File: src/trigger_readout_pkg.sv
// ------------------------------------------------------------
// Shared types, constants and frame rules for the dynode
// trigger readout path. Imported by the RTL and testbench.
// ------------------------------------------------------------
`default_nettype none

package trigger_readout_pkg;

	typedef logic [7:0]  adc_t;       // raw dynode adc sample
	typedef logic [11:0] sample_t;    // corrected or zero-extended raw sample
	typedef logic [15:0] word_t;      // one fifo word
	typedef logic [23:0] evtime_t;    // event start time
	typedef logic [11:0] energy_t;    // corrected integrated energy
	typedef logic [1:0]  data_mode_t; // 1 = raw adc, else corrected
	typedef logic [7:0]  mcu_word_t;  // coincidence trigger word

	localparam word_t     PREAMBLE_WORD = 16'hA5A5; // first word of a frame
	localparam int        HDR_WORDS     = 3;        // preamble, count, mask
	localparam mcu_word_t MCU_IDLE_WORD = 8'hFF;    // no event this cycle
	localparam mcu_word_t MCU_SAT_WORD  = 8'hF8;    // event time saturated
	localparam int        PILEUP_DLY    = 3;        // extra sample delay
	localparam int        ALIGN_DLY     = 15;       // both sample streams
	localparam int        MAX_FRAME     = 36;       // longest frame in words

	// words following the header, energy word included
	function automatic word_t frame_words(input data_mode_t mode);
		case (mode)
			2'd0:    return 16'd1;  // energy only
			2'd1:    return 16'd33; // 32 raw samples + energy
			2'd2:    return 16'd33; // 32 corrected samples + energy
			default: return 16'd17; // 16 corrected samples + energy
		endcase
	endfunction

	// one-hot channel mask for the header
	function automatic word_t chan_mask(input logic [1:0] sel);
		return word_t'(16'h0001 << sel);
	endfunction

endpackage

`default_nettype wire

File: src/delay_pipe.sv
// ------------------------------------------------------------
// Fixed-depth shift register for any payload type.
// q is d delayed by DEPTH clocks.
// ------------------------------------------------------------
`timescale 1ns/1ps
`default_nettype none

module delay_pipe #(
	parameter type data_t = logic [7:0],
	parameter int  DEPTH  = 15
) (
	input  wire   clk,
	input  data_t d,
	output data_t q
);

	data_t stage [DEPTH]; // no reset, pure data path

	always_ff @(posedge clk) begin
		stage[0] <= d;
		for (int i = 1; i < DEPTH; i++) begin
			stage[i] <= stage[i-1]; // shift every clock
		end
	end

	assign q = stage[DEPTH-1]; // oldest sample

endmodule

`default_nettype wire

File: src/event_capture.sv
// ------------------------------------------------------------
// Event side of the readout. Encodes the 8-bit MCU trigger
// word, holds the last corrected energy and turns energy
// loads and spy triggers into a registered frame request.
// ------------------------------------------------------------
`timescale 1ns/1ps
`default_nettype none

module event_capture import trigger_readout_pkg::*; (
	input  wire       clk,
	input  wire       rst,
	input  wire       event_det,
	input  evtime_t   event_time,
	input  wire       enecor_load,
	input  energy_t   enecor,
	input  wire       trigger,
	output mcu_word_t mcu_trigger,
	output energy_t   energy,
	output logic      frame_start
);

	logic time_sat; // coarse time bits all ones

	assign time_sat = (event_time[11:6] == 6'h3F);

	// coincidence trigger word, one clock after the event
	always_ff @(posedge clk) begin
		if (rst) begin
			mcu_trigger <= MCU_IDLE_WORD;
		end else if (!event_det) begin
			mcu_trigger <= MCU_IDLE_WORD;   // nothing to report
		end else if (time_sat) begin
			mcu_trigger <= MCU_SAT_WORD;    // clamp late events
		end else begin
			mcu_trigger <= event_time[11:4]; // time in 1/16 clk units
		end
	end

	// energy held until the next load
	always_ff @(posedge clk) begin
		if (rst)
			energy <= '0;
		else if (enecor_load)
			energy <= enecor;
	end

	// load strobe or spy level both start a frame
	always_ff @(posedge clk) begin
		if (rst)
			frame_start <= 1'b0;
		else
			frame_start <= enecor_load | trigger;
	end

endmodule

`default_nettype wire

File: src/frame_writer.sv
// ------------------------------------------------------------
// Framing FSM. On frame_start it writes preamble, word count,
// channel mask, N-1 sample words and the energy word into
// the FIFO on consecutive clocks, then idles at least once.
// ------------------------------------------------------------
`timescale 1ns/1ps
`default_nettype none

module frame_writer import trigger_readout_pkg::*; (
	input  wire        clk,
	input  wire        rst,
	input  wire        frame_start,
	input  data_mode_t trigger_data_mode,
	input  wire  [1:0] trigger_channel_select,
	input  sample_t    sample_out,
	input  energy_t    energy,
	output logic       wr_en,
	output word_t      wr_data
);

	typedef enum logic [2:0] {
		S_IDLE,
		S_PREAMBLE,
		S_NWORDS,
		S_MASK,
		S_DATA
	} state_t;

	state_t     state;
	logic [5:0] cnt;     // words left after the header
	word_t      n_words; // word count for this mode

	assign n_words = frame_words(trigger_data_mode);

	always_ff @(posedge clk) begin
		if (rst) begin
			state <= S_IDLE;
			wr_en <= 1'b0;
			cnt   <= '0;
		end else begin
			case (state)
				S_IDLE: begin
					wr_en <= 1'b0;
					cnt   <= n_words[5:0];  // reload every idle clock
					if (frame_start)
						state <= S_PREAMBLE;
				end
				S_PREAMBLE: begin
					wr_en <= 1'b1;
					state <= S_NWORDS;
				end
				S_NWORDS: begin
					wr_en <= 1'b1;
					state <= S_MASK;
				end
				S_MASK: begin
					wr_en <= 1'b1;
					state <= S_DATA;
				end
				S_DATA: begin
					wr_en <= 1'b1;
					cnt   <= cnt - 6'd1;
					if (cnt == 6'd1)
						state <= S_IDLE;    // energy is the last word
				end
				default: begin
					wr_en <= 1'b0;
					state <= S_IDLE;
				end
			endcase
		end
	end

	// word written alongside wr_en
	always_ff @(posedge clk) begin
		case (state)
			S_PREAMBLE: wr_data <= PREAMBLE_WORD;
			S_NWORDS:   wr_data <= n_words;
			S_MASK:     wr_data <= chan_mask(trigger_channel_select);
			S_DATA: begin
				if (cnt == 6'd1)
					wr_data <= {4'b0000, energy};
				else
					wr_data <= {4'b0000, sample_out}; // delayed samples
			end
			default:    wr_data <= wr_data;
		endcase
	end

endmodule

`default_nettype wire

File: src/sample_window.sv
// ------------------------------------------------------------
// Sample stream for the readout frames. Aligns raw and
// corrected samples, picks one by trigger_data_mode, then
// applies the pileup delay and a programmable tap.
// sample_out lags the input by 20 + data_pipeline_len clocks.
// ------------------------------------------------------------
`timescale 1ns/1ps
`default_nettype none

module sample_window import trigger_readout_pkg::*; (
	input  wire        clk,
	input  adc_t       adc_raw,
	input  sample_t    adc_blcor,
	input  data_mode_t trigger_data_mode,
	input  wire  [3:0] data_pipeline_len,
	output sample_t    sample_out
);

	// last pileup stage doubles as first line stage
	localparam int LINE_OFS  = PILEUP_DLY - 1;
	localparam int CHAIN_LEN = LINE_OFS + 16;

	adc_t    raw_al;              // aligned raw sample
	sample_t blcor_al;            // aligned corrected sample
	sample_t sel;                 // selected stream
	sample_t chain [CHAIN_LEN];   // pileup stages then 16 deep line

	delay_pipe #(
		.data_t (adc_t),
		.DEPTH  (ALIGN_DLY)
	) u_raw_align (
		.clk (clk),
		.d   (adc_raw),
		.q   (raw_al)
	);

	delay_pipe #(
		.data_t (sample_t),
		.DEPTH  (ALIGN_DLY)
	) u_blcor_align (
		.clk (clk),
		.d   (adc_blcor),
		.q   (blcor_al)
	);

	always_ff @(posedge clk) begin
		if (trigger_data_mode == 2'd1)
			sel <= {4'b0000, raw_al}; // raw adc, upper bits zero
		else
			sel <= blcor_al;          // baseline corrected
	end

	always_ff @(posedge clk) begin
		chain[0] <= sel;
		for (int i = 1; i < CHAIN_LEN; i++) begin
			chain[i] <= chain[i-1];
		end
	end

	// tap register, 0 gives the shortest delay
	always_ff @(posedge clk) begin
		sample_out <= chain[LINE_OFS + int'(data_pipeline_len)];
	end

endmodule

`default_nettype wire

File: src/sync_fifo.sv
// ------------------------------------------------------------
// Single-clock first-word-fallthrough FIFO. q shows the head
// word while nempty is high; ren pops it. Writes into a full
// FIFO are lost, nearly_full warns when a frame may not fit.
// ------------------------------------------------------------
`timescale 1ns/1ps
`default_nettype none

module sync_fifo import trigger_readout_pkg::*; #(
	parameter int  DEPTH  = 64,
	parameter type data_t = word_t
) (
	input  wire   clk,
	input  wire   rst,
	input  wire   wr_en,
	input  data_t wr_data,
	input  wire   ren,
	output data_t q,
	output logic  nempty,
	output logic  nearly_full
);

	localparam int AW = $clog2(DEPTH);
	localparam int CW = $clog2(DEPTH + 1);

	data_t          mem [DEPTH];
	logic [AW-1:0]  wr_ptr;
	logic [AW-1:0]  rd_ptr;
	logic [CW-1:0]  count;    // occupancy
	logic           do_wr;    // accepted write
	logic           do_rd;    // accepted read

	assign do_wr = wr_en && (count != CW'(DEPTH)); // drop when full
	assign do_rd = ren && nempty;

	always_ff @(posedge clk) begin
		if (do_wr)
			mem[wr_ptr] <= wr_data;
	end

	always_ff @(posedge clk) begin
		if (rst) begin
			wr_ptr <= '0;
			rd_ptr <= '0;
			count  <= '0;
		end else begin
			if (do_wr)
				wr_ptr <= (wr_ptr == AW'(DEPTH - 1)) ? '0 : wr_ptr + 1'b1;
			if (do_rd)
				rd_ptr <= (rd_ptr == AW'(DEPTH - 1)) ? '0 : rd_ptr + 1'b1;
			count <= count + CW'(do_wr) - CW'(do_rd);
		end
	end

	assign q           = mem[rd_ptr];  // fallthrough head word
	assign nempty      = (count != '0);
	assign nearly_full = (CW'(DEPTH) - count) < CW'(MAX_FRAME); // no room for a frame

endmodule

`default_nettype wire

File: src/trigger_readout_top.sv
// ------------------------------------------------------------
// Top of the dynode trigger readout. Ties the sample window,
// event capture, frame writer and readout FIFO together.
// The FIFO is drained through fifo_ren / fifo_q / fifo_ne.
// ------------------------------------------------------------
`timescale 1ns/1ps
`default_nettype none

module trigger_readout_top import trigger_readout_pkg::*; #(
	parameter int FIFO_DEPTH = 64
) (
	input  wire        clk,
	input  wire        rst,
	input  wire        event_det,
	input  evtime_t    event_time,
	input  adc_t       adc_raw,
	input  sample_t    adc_blcor,
	input  wire        enecor_load,
	input  energy_t    enecor,
	input  wire        trigger,
	input  data_mode_t trigger_data_mode,
	input  wire  [3:0] data_pipeline_len,
	input  wire  [1:0] trigger_channel_select,
	output mcu_word_t  mcu_trigger,
	input  wire        fifo_ren,
	output word_t      fifo_q,
	output wire        fifo_ne,
	output wire        fifo_full
);

	sample_t sample_out;  // delayed sample for frame data
	energy_t energy;      // last corrected energy
	wire     frame_start; // registered frame request
	wire     wr_en;
	word_t   wr_data;

	sample_window u_sample_window (
		.clk               (clk),
		.adc_raw           (adc_raw),
		.adc_blcor         (adc_blcor),
		.trigger_data_mode (trigger_data_mode),
		.data_pipeline_len (data_pipeline_len),
		.sample_out        (sample_out)
	);

	event_capture u_event_capture (
		.clk         (clk),
		.rst         (rst),
		.event_det   (event_det),
		.event_time  (event_time),
		.enecor_load (enecor_load),
		.enecor      (enecor),
		.trigger     (trigger),
		.mcu_trigger (mcu_trigger),
		.energy      (energy),
		.frame_start (frame_start)
	);

	frame_writer u_frame_writer (
		.clk                    (clk),
		.rst                    (rst),
		.frame_start            (frame_start),
		.trigger_data_mode      (trigger_data_mode),
		.trigger_channel_select (trigger_channel_select),
		.sample_out             (sample_out),
		.energy                 (energy),
		.wr_en                  (wr_en),
		.wr_data                (wr_data)
	);

	sync_fifo #(
		.DEPTH  (FIFO_DEPTH),
		.data_t (word_t)
	) u_sync_fifo (
		.clk         (clk),
		.rst         (rst),
		.wr_en       (wr_en),
		.wr_data     (wr_data),
		.ren         (fifo_ren),
		.q           (fifo_q),
		.nempty      (fifo_ne),
		.nearly_full (fifo_full)
	);

endmodule

`default_nettype wire
File: config.mk
export PLATFORM = sky130hd
export DESIGN_NAME = trigger_readout_top
export DESIGN_NICKNAME = d
export VERILOG_FILES = /design/src/trigger_readout_pkg.sv /design/src/delay_pipe.sv /design/src/event_capture.sv /design/src/frame_writer.sv /design/src/sample_window.sv /design/src/sync_fifo.sv /design/src/trigger_readout_top.sv
export SDC_FILE = /design/constraint.sdc
export NUM_CORES = 1
export LEC_CHECK = 0
export BUFFER_PORTS_ARGS = -buffer_cell sky130_fd_sc_hd__buf_2
export CAP_MARGIN = 25
export CORE_AREA = 2 2 276 414
export DETAILED_ROUTE_END_ITERATION = 10
export DIE_AREA = 0 0 278 416
export PLACE_DENSITY = 0.61
export SYNTH_ARGS = -nofsm -noshare
export SYNTH_HDL_FRONTEND = slang
export SYNTH_SLANG_ARGS = --single-unit
File: constraint.sdc
create_clock -name clk -period 3.6 [get_ports clk]
set_input_delay 0.36 -clock clk [delete_from_list [all_inputs] [get_ports clk]]
set_output_delay 0.36 -clock clk [all_outputs]
set_load 0.1 [all_outputs]
* After elaboration in Yosys (flattened, before gate mapping)
Memory sizes are Yosys's and may differ from the RTL's. A register that Yosys moved wholly into a read port is not among the register bits.
Index checks and enable logic that the tools add are counted.
Widths: inputs -> output; s select.
** Operators by class
- $add $sub $neg :: 7
- Order comparisons :: 1
- Equal/unequal tests :: 13
- Shift-type cells :: 1
- Muxes and demuxes :: 16
- Bitwise operators :: 2
- Reductions and logical operators :: 12
** Operator list (number)
- $pmux 16 s4 :: 1
- $mux 6 :: 4
- $pmux 6 s2 :: 2
- $eq 6x6->1 const B :: 3
- $shl 1x2->16 const A :: 1
- $pmux 3 s5 :: 1
- $add 6x1->6 const B :: 2
- $mux 12 :: 1
- $mux 3 :: 3
- $mux 8 :: 1
- $add 7x1->7 :: 1
- $lt 7x6->1 const B :: 1
- $ne 7x7->1 const B :: 1
- $reduce_bool 7->1 :: 1
- $sub 7x1->7 :: 1
- $sub 7x7->7 const A :: 1
- $eq 3x2->1 const B :: 2
- $eq 6x1->1 const B :: 1
- $sub 6x1->6 const B :: 1
- $add 2x4->5 const A :: 1
- $reduce_bool 4->1 :: 1
- $reduce_or 2->1 :: 2
- $reduce_or 4->1 :: 1
- $eq 3x1->1 const B :: 1
- other kinds (14) :: 17
** Storage, ports and cells
- Bits in registers :: 78
- Bits in writable memories :: 1540
- Output and inout bits :: 26
- Logic and storage cells :: 69
- Memories kept :: 4
** Memory list
- u_sync_fifo.mem :: depth 64, width 16, read ports 1, clocked after memory_dff 1, wr ports 1, line sync_fifo.sv:26 : data_t mem [DEPTH];
- u_sample_window.chain :: depth 18, width 12, read ports 18, clocked after memory_dff 1, wr ports 18, line sample_window.sv:26 : sample_t chain [CHAIN_LEN];
- u_sample_window.u_blcor_align.stage :: depth 15, width 12, read ports 15, clocked after memory_dff 0, wr ports 15, line delay_pipe.sv:17 : data_t stage [DEPTH];
- u_sample_window.u_raw_align.stage :: depth 15, width 8, read ports 15, clocked after memory_dff 0, wr ports 15, line delay_pipe.sv:17

* Longest topological paths before layout
Gate-level depths: netlist of the first run.
- Word-level depth :: 4
- Gate-level depth with buffers :: 15
- Gate-level depth less buffers :: 14

* By module
A second synthesis of the first run with hierarchy kept.
** Unflattened totals
- Cell total of the unflattened synthesis :: 2850
- Area, all modules :: 55647.1 um^2
** By module, submodules not included
- sync_fifo :: times used 1, cells an instance 1934, area each 40655.2 um^2, seq. area each 31250.0 um^2
- sample_window :: times used 1, cells an instance 398, area each 6845.3 um^2, seq. area each 4804.6 um^2
- delay_pipe (u_sample_window.u_blcor_align) :: times used 1, cells an instance 192, area each 3693.5 um^2, seq. area each 3603.5 um^2
- delay_pipe (u_sample_window.u_raw_align) :: times used 1, cells an instance 128, area each 2462.4 um^2, seq. area each 2402.3 um^2
- frame_writer :: times used 1, cells an instance 133, area each 1263.7 um^2, seq. area each 590.6 um^2
- event_capture :: times used 1, cells an instance 65, area each 726.9 um^2, seq. area each 420.4 um^2

* Least setup slack after synthesis of the first run
No wires, ideal clock.
- Path type :: register -> output
- Start point :: reg (tool-made name)
- End point :: out fifo_q[15]
- Arrival :: 4.316 ns
- Required time :: 3.240 ns
- Slack :: -1.076 ns
- Stages on the path, launching flop included :: 10
- Cells stage by stage :: dfxtp_1 > buf_6 > buf_6 > buf_6 > buf_4 > buf_4 > mux4_2 > o22ai_1 > o32ai_1 > buf_4
** RTL lines
- to (decl) :: line trigger_readout_top.sv:26 : output word_t fifo_q,

==> results of run 1 <==
## layout by cell type, fill, tap and decap left out, drive strengths merged, types with 14 or more instances in the layout
master / Yosys / final
ha: 18 / 18
o21ai: 29 / 29
nor2b: 15 / 15
o22ai: 29 / 29
mux4: 276 / 276
dlygate4sd3: 0 / 49
clkbuf: 33 / 186
buf: 80 / 236
mux2i: 61 / 61
a22oi: 16 / 16
mux2: 19 / 19
inv: 25 / 34
dfxtp: 596 / 596
nand3: 14 / 14
nand2: 35 / 35
nor2: 139 / 139
edfxtp: 845 / 845
a21oi: 26 / 26
clkinv: 0 / 32
## per-stage QoR
stage	worst slack (ns)	hold slack, ns
6_report	0.0496	0.0590
3_3_place_gp	0.413	0.310
4_1_cts	0.000475	0.00398
5_1_grt	-0.0297	0.0480
2_1_floorplan	0.0614	0.310
3_5_place_dp	0.401	0.312
## routing by layer
metal,vias to the layer above,share of wire,GRT usage
met4,2,0.042,0.0798
met2,716,0.51,0.306
met5,-,0.00014,0
li1,9921,-,-
met3,212,0.054,0.0341
met1,11800,0.39,0.219
## layout make-up
class / instances / area [um2] / area share
well taps: 1453 / 1820 / 0.0324
diodes: 1 / 2.50 / 0.0000446
clock buffers: 184 / 3740 / 0.0666
flip-flops and latches: 1441 / 37300 / 0.665
inverters: 25 / 93.8 / 0.00167
repair buffers: 289 / 2650 / 0.0472
clock inverters: 52 / 569 / 0.0101
multi-input cells: 805 / 9940 / 0.177
## state kept, by name (all words and copies together) (netlist names), named ones only
name	cells
u_sample_window.chain	216
u_frame_writer.wr_data	13
u_sync_fifo.count	7
u_frame_writer.cnt	6
u_sample_window.u_raw_align.stage	120
u_event_capture.energy	12
u_event_capture.frame_start	1
u_sync_fifo.wr_ptr	6
u_sample_window.u_blcor_align.stage	180
u_sync_fifo.mem	832
u_event_capture.mcu_trigger	8
u_sync_fifo.rd_ptr	6
u_sample_window.sel	12
u_sample_window.sample_out	12
u_frame_writer.wr_en	1
u_frame_writer.state	3
## power breakdown
| group | internal (W) | switching, W | total, W |
|---|---|---|---|
| clock | 0.00794 | 0.00590 | 0.0138 |
| sequential | 0.0182 | 0.000254 | 0.0184 |
| combinational | 0.00269 | 0.00344 | 0.00613 |
## how the worst max path moves through the flow
stage | from | end
2_1_floorplan | register | fifo_q[15]
3_3_place_gp | u_sync_fifo.count[4]$_SDFF_PP0_ | u_sync_fifo.count[6]$_SDFF_PP0_
3_5_place_dp | u_sync_fifo.count[3]$_SDFF_PP0_ | u_sync_fifo.count[6]$_SDFF_PP0_
4_1_cts | register | fifo_q[8]
5_1_grt | register | fifo_q[0]
6_report | register | fifo_q[10]
## worst max-delay path: stages, from the launching register on
cell	delay [ns]
dfxtp_4	0.42
buf_16	0.23
mux4_2	0.60
mux4_2	0.54
nor2_2	0.24
o32ai_2	0.19
buf_12	0.21
## kinds of logic after synthesis
family / synth area share
fa+ha+maj: 0.00513
xor+xnor: 0.00330
simple gates: 0.0225
other cells: 0.0000785
flops: 0.781
compound gates: 0.0240
buf+inv: 0.0162
mux: 0.148
## what timing repair did
item,4_1_cts,5_1_grt
setup buffers,12,2
cloned,3,1
pin swaps,1,1
endpoints found under the hold margin,42,0
hold buffers,49,0
setup endpoints to repair,14,11
resized for setup,52,17
==> flow_summary.ini, run 1 <==
[timing]
rsz0062_at_grt = true
layout_min_cycle_time_ns = 3.55
max_freq_ghz = 0.282
slew_viol_final = 0
slew_headroom = 0.411
min_period_over_period = 0.986
fin_skew_ns = 0.0330
worst_slew_pin_slew_ns = 0.884
hold_violations = 0
finalSetupTns_ns = 0
setup_viol = 0

[setup_path]
cp_max_fo = 20
end_kind = primary output
r2r_slack_ns = 0.35
start_kind = register
criticalPathCategory = register to primary output
reg2regPathDepth = 13
rr_endpoint = u_sync_fifo.count[6]$_SDFF_PP0_
r2r_start = u_sync_fifo.count[3]$_SDFF_PP0_
arrival_ns = 3.19
required_ns = 3.24

[placed_design]
post-place-cells = 3944
dpl_cell_area_mm2 = 0.0508
port_buffers = 77
place_congestion = 0.942
hpwl_mm = 63.2

[grt]
antenna_found_initial = 2
gr-total-overflow = 0
grt_max_degree = 65
first_global_vias = 23700
grt_pass1_wl_mm = 151
grt_usage = 0.178

[worst_hold_path]
hold_end = u_event_capture.mcu_trigger[7]$_SDFF_PP1_
hold_path_depth = 3
hold_path.class = primary input to register
min-delay-start = event_det

[synthesis]
synth-edff-count = 845
ys_types = 56
postSynthAreaPerCell_um2 = 20.1
synth_cells = 2383
yosys.area.top_type = edfxtp_1
syn-cell-area_mm2 = 0.0478
yosysTopAreaCellShare = 0.531
synth-seq-cells = 1441
ys_top_cells_by_count = edfxtp_1, dfxtp_1, mux4_2
yosysMostFrequentCell = edfxtp_1
synth-seq-area-share = 0.781
ys_warn_count = 0
synth_ff_type = edfxtp_1
synthTopCellsByArea = edfxtp_1, dfxtp_1, mux4_2, mux2i_1, nor2_1
async_flop_share = 0

[drt]
drc = 0
vias_per_cell = 5.32
wl_per_cell_um = 24.1
drt-initial-drc-count = 1844
wirelength_mm = 102
dr.pass1.iters = 7
vias = 22600
drt.antenna.violating_nets = 0

[clock_network]
cts_max_level = 4
cts.clk_slew.worst_paths_ns = 0.07
insertion_delay_ns = 0.74
root_buffer = clkbuf_16
numCtsBuffers = 132
cts_buffer_depth = 3
clock_sinks = 1441
cts_tree = done

[power]
finalPower_w = 0.0384
powerDensity_mw_per_mm2 = 684
total_leakage_power_nw = 19.1
ir_worst_vdd_mv = 0.738

[finish]
final_area_mm2 = 0.0561
syn_to_final_growth_pct = 17.5
fin_util = 0.499
nNetsFinal = 2783
instances_no_fill = 4250
drive_gt1_frac = 0.275
num-fill-cells = 8918

[floorplanning]
io_pins = 96
die_h_um = 416
die_x_um = 278
die-area_mm2 = 0.116
std_cell_rows = 151
start_util = 0.425
core_mm2 = 0.112

[run_status]
status = finished clean

[job]
cap_violations = 0
No activity file was read; power rests on OpenSTA's default activity.
==> run 2: changes to the inputs <==
BUFFER_PORTS_ARGS = default   (was -buffer_cell sky130_fd_sc_hd__buf_2)
DONT_BUFFER_PORTS = 1   (was default)
PLACE_DENSITY = 0.6   (was 0.61)
RECOVER_POWER = 100   (was default)
==> run 2 against run 1 <==
Fmax is 0.69% higher. Wire length is 1.0% higher. Global-route usage rose by 0.30 points. Combinational power fell by 1%. Worst hold slack gained 0.0021 ns. Sequential power about the same. Cell count fell by 0.28%. Clock skew is 0.0087 ns higher. Sequential cell count stayed put. Total power rose by 0.59%. The flow now finishes with violations (max-capacitance violations, max-slew violations). Clock power about the same.
==> flow_summary.ini, run 2 (same netlist as run 1, synthesis figures left out) <==
[drt]
drt.antenna.violating_nets = 0
vias_per_cell = 5.34
drt-initial-drc-count = 1759
wl_per_cell_um = 24.4
drc = 0
wirelength_mm = 103
vias = 22600
dr.pass1.iters = 5

[placed_design]
hpwl_mm = 62.7
dp_slack_ns = 0.384
port_buffers = 0
place_congestion = 0.944

[grt]
antenna_found_initial = 3
first_global_vias = 23800
grt_max_degree = 65
gr-total-overflow = 0
grt_pass1_wl_mm = 154
grt_usage = 0.181

[timing]
slew_viol_final = 434
hold_violations = 0
worst_slew_pin_slew_ns = 2.17
max_freq_ghz = 0.284
holdWs_ns = 0.0610
setup_viol = 0
min_period_over_period = 0.979
layout_min_cycle_time_ns = 3.53
fin_skew_ns = 0.0417
slew_headroom = -0.449
layout_setup_ws_ns = 0.0740

[clock_network]
clock_sinks = 1441
cts_tree = done
cts.clk_slew.worst_paths_ns = 0.06
root_buffer = clkbuf_16
numCtsBuffers = 134
cts_buffer_depth = 3
insertion_delay_ns = 0.77
cts_max_level = 4

[finish]
nNetsFinal = 2765
top_register = u_sync_fifo.mem
syn_to_final_growth_pct = 17.3
final_cell_mix = edfxtp_1, dfxtp_1, mux4_2
top_regs = u_sync_fifo.mem (832), u_sample_window.chain (216), u_sample_window.u_blcor_align.stage (180)
largest_reg_flops = 832
drive_gt1_frac = 0.254
layout_commonest_cell = edfxtp_1

[power]
ir_worst_vdd_mv = 0.811
total_leakage_power_nw = 19.0
powerDensity_mw_per_mm2 = 689

[floorplanning]
die_x_um = 278
die-area_mm2 = 0.116
start_util = 0.425
io_pins = 96
die_h_um = 416
core_mm2 = 0.112
std_cell_rows = 151

[worst_hold_path]
hold_path.class = primary input to register
min-delay-start = data_pipeline_len[1]

[setup_path]
slowest_stage = mux4_2
path_common_cell = mux4_2
arrival_ns = 3.17
start_kind = register
criticalPathCategory = register to primary output
crit_family = multiplexers
end_kind = primary output
required_ns = 3.24
path_cells = buf_16, mux4_2, mux4_2, a21o_1, a22o_1, buf_8
r2r_start = u_sync_fifo.count[3]$_SDFF_PP0_
cp_slowest_stage_delay_ns = 0.59
cp_max_fo = 9
crit_buf_inv = 2

[run_status]
status = finished with violations
violations = max-capacitance violations, max-slew violations

[job]
cap_violations = 7
[run 2: cell types whose count changed in the layout (fill, tap and decap cells not counted), sizes merged]
cell         previous run  this run
bufbuf                  2         4
clkinv                 32        47
dlygate4sd3            49        70
inv                    34        33
clkbuf                186       272
buf                   236       101
[run 2: cell type report]
cell class	count	area, um2
Fill cell	9002	56400
Sequential cell	1441	37300
Inverter	25	93.8
Tap cell	1453	1820
Clock inverter	66	798
Antenna cell	1	2.50
Clock buffer	178	3660
Multi-Input combinational cell	805	9980
Timing Repair Buffer	269	2380
[run 2: path summary, 6_finish.rpt]
check	endpoint	slack [ns]	depth (start not counted)
setup reg to reg	u_sync_fifo.mem[49][6]$_DFFE_PP_	0.14	8
hold / removal	u_sample_window.sample_out[11]$_DFF_P_	0.06	4
setup / recovery	fifo_q[5]	0.07	6
hold reg to reg	u_sample_window.u_raw_align.stage[0][21]$_DFF_P_	0.32	0
[run 2: worst reg2reg max path: stages, from the launching register on]
cell and delay, ns:
dfxtp_1 0.37, inv_1 0.12, ha_1 0.22, nor4bb_1 0.15, clkbuf_1 0.17, a21oi_2 0.52, nand3_1 0.75, nor2_1 0.35
clkbuf_2 0.44
[run 2: metal layers]
metal / track usage / wire [um] / up-vias
met5: 0 / 13 / -
met4: 0.0895 / 4680 / 2
met3: 0.0339 / 5830 / 203
met2: 0.310 / 52800 / 731
met1: 0.220 / 40200 / 11800
li1: - / - / 9901
[run 2: what timing repair did]
item / in CTS / in global routing
resized for setup: 57 / 13
hold buffers: 71 / 0
endpoints found under the hold margin: 92 / 0
pin swaps: 2 / 1
setup endpoints to repair: 14 / 11
setup buffers: 22 / 10
cloned: 5 / 0
[run 2: power breakdown]
part	switching, W	internal (W)
combinational	0.00337	0.00267
sequential	0.000286	0.0182
clock	0.00616	0.00795
[run 2: per-stage QoR]
step | util | total power, W | std cells | instance area [um2] | TNS (ns)
2_1_floorplan | - | 0.0226 | 2384 | 47800 | 0
4_1_cts | 0.500 | 0.0391 | 4225 | 56200 | 0
5_1_grt | 0.499 | 0.0400 | 4238 | 56000 | -0.00221
3_3_place_gp | 0.449 | 0.0243 | 3883 | 50500 | 0
3_5_place_dp | 0.449 | 0.0244 | 3883 | 50500 | 0
6_report | 0.499 | 0.0386 | 4238 | 56000 | 0
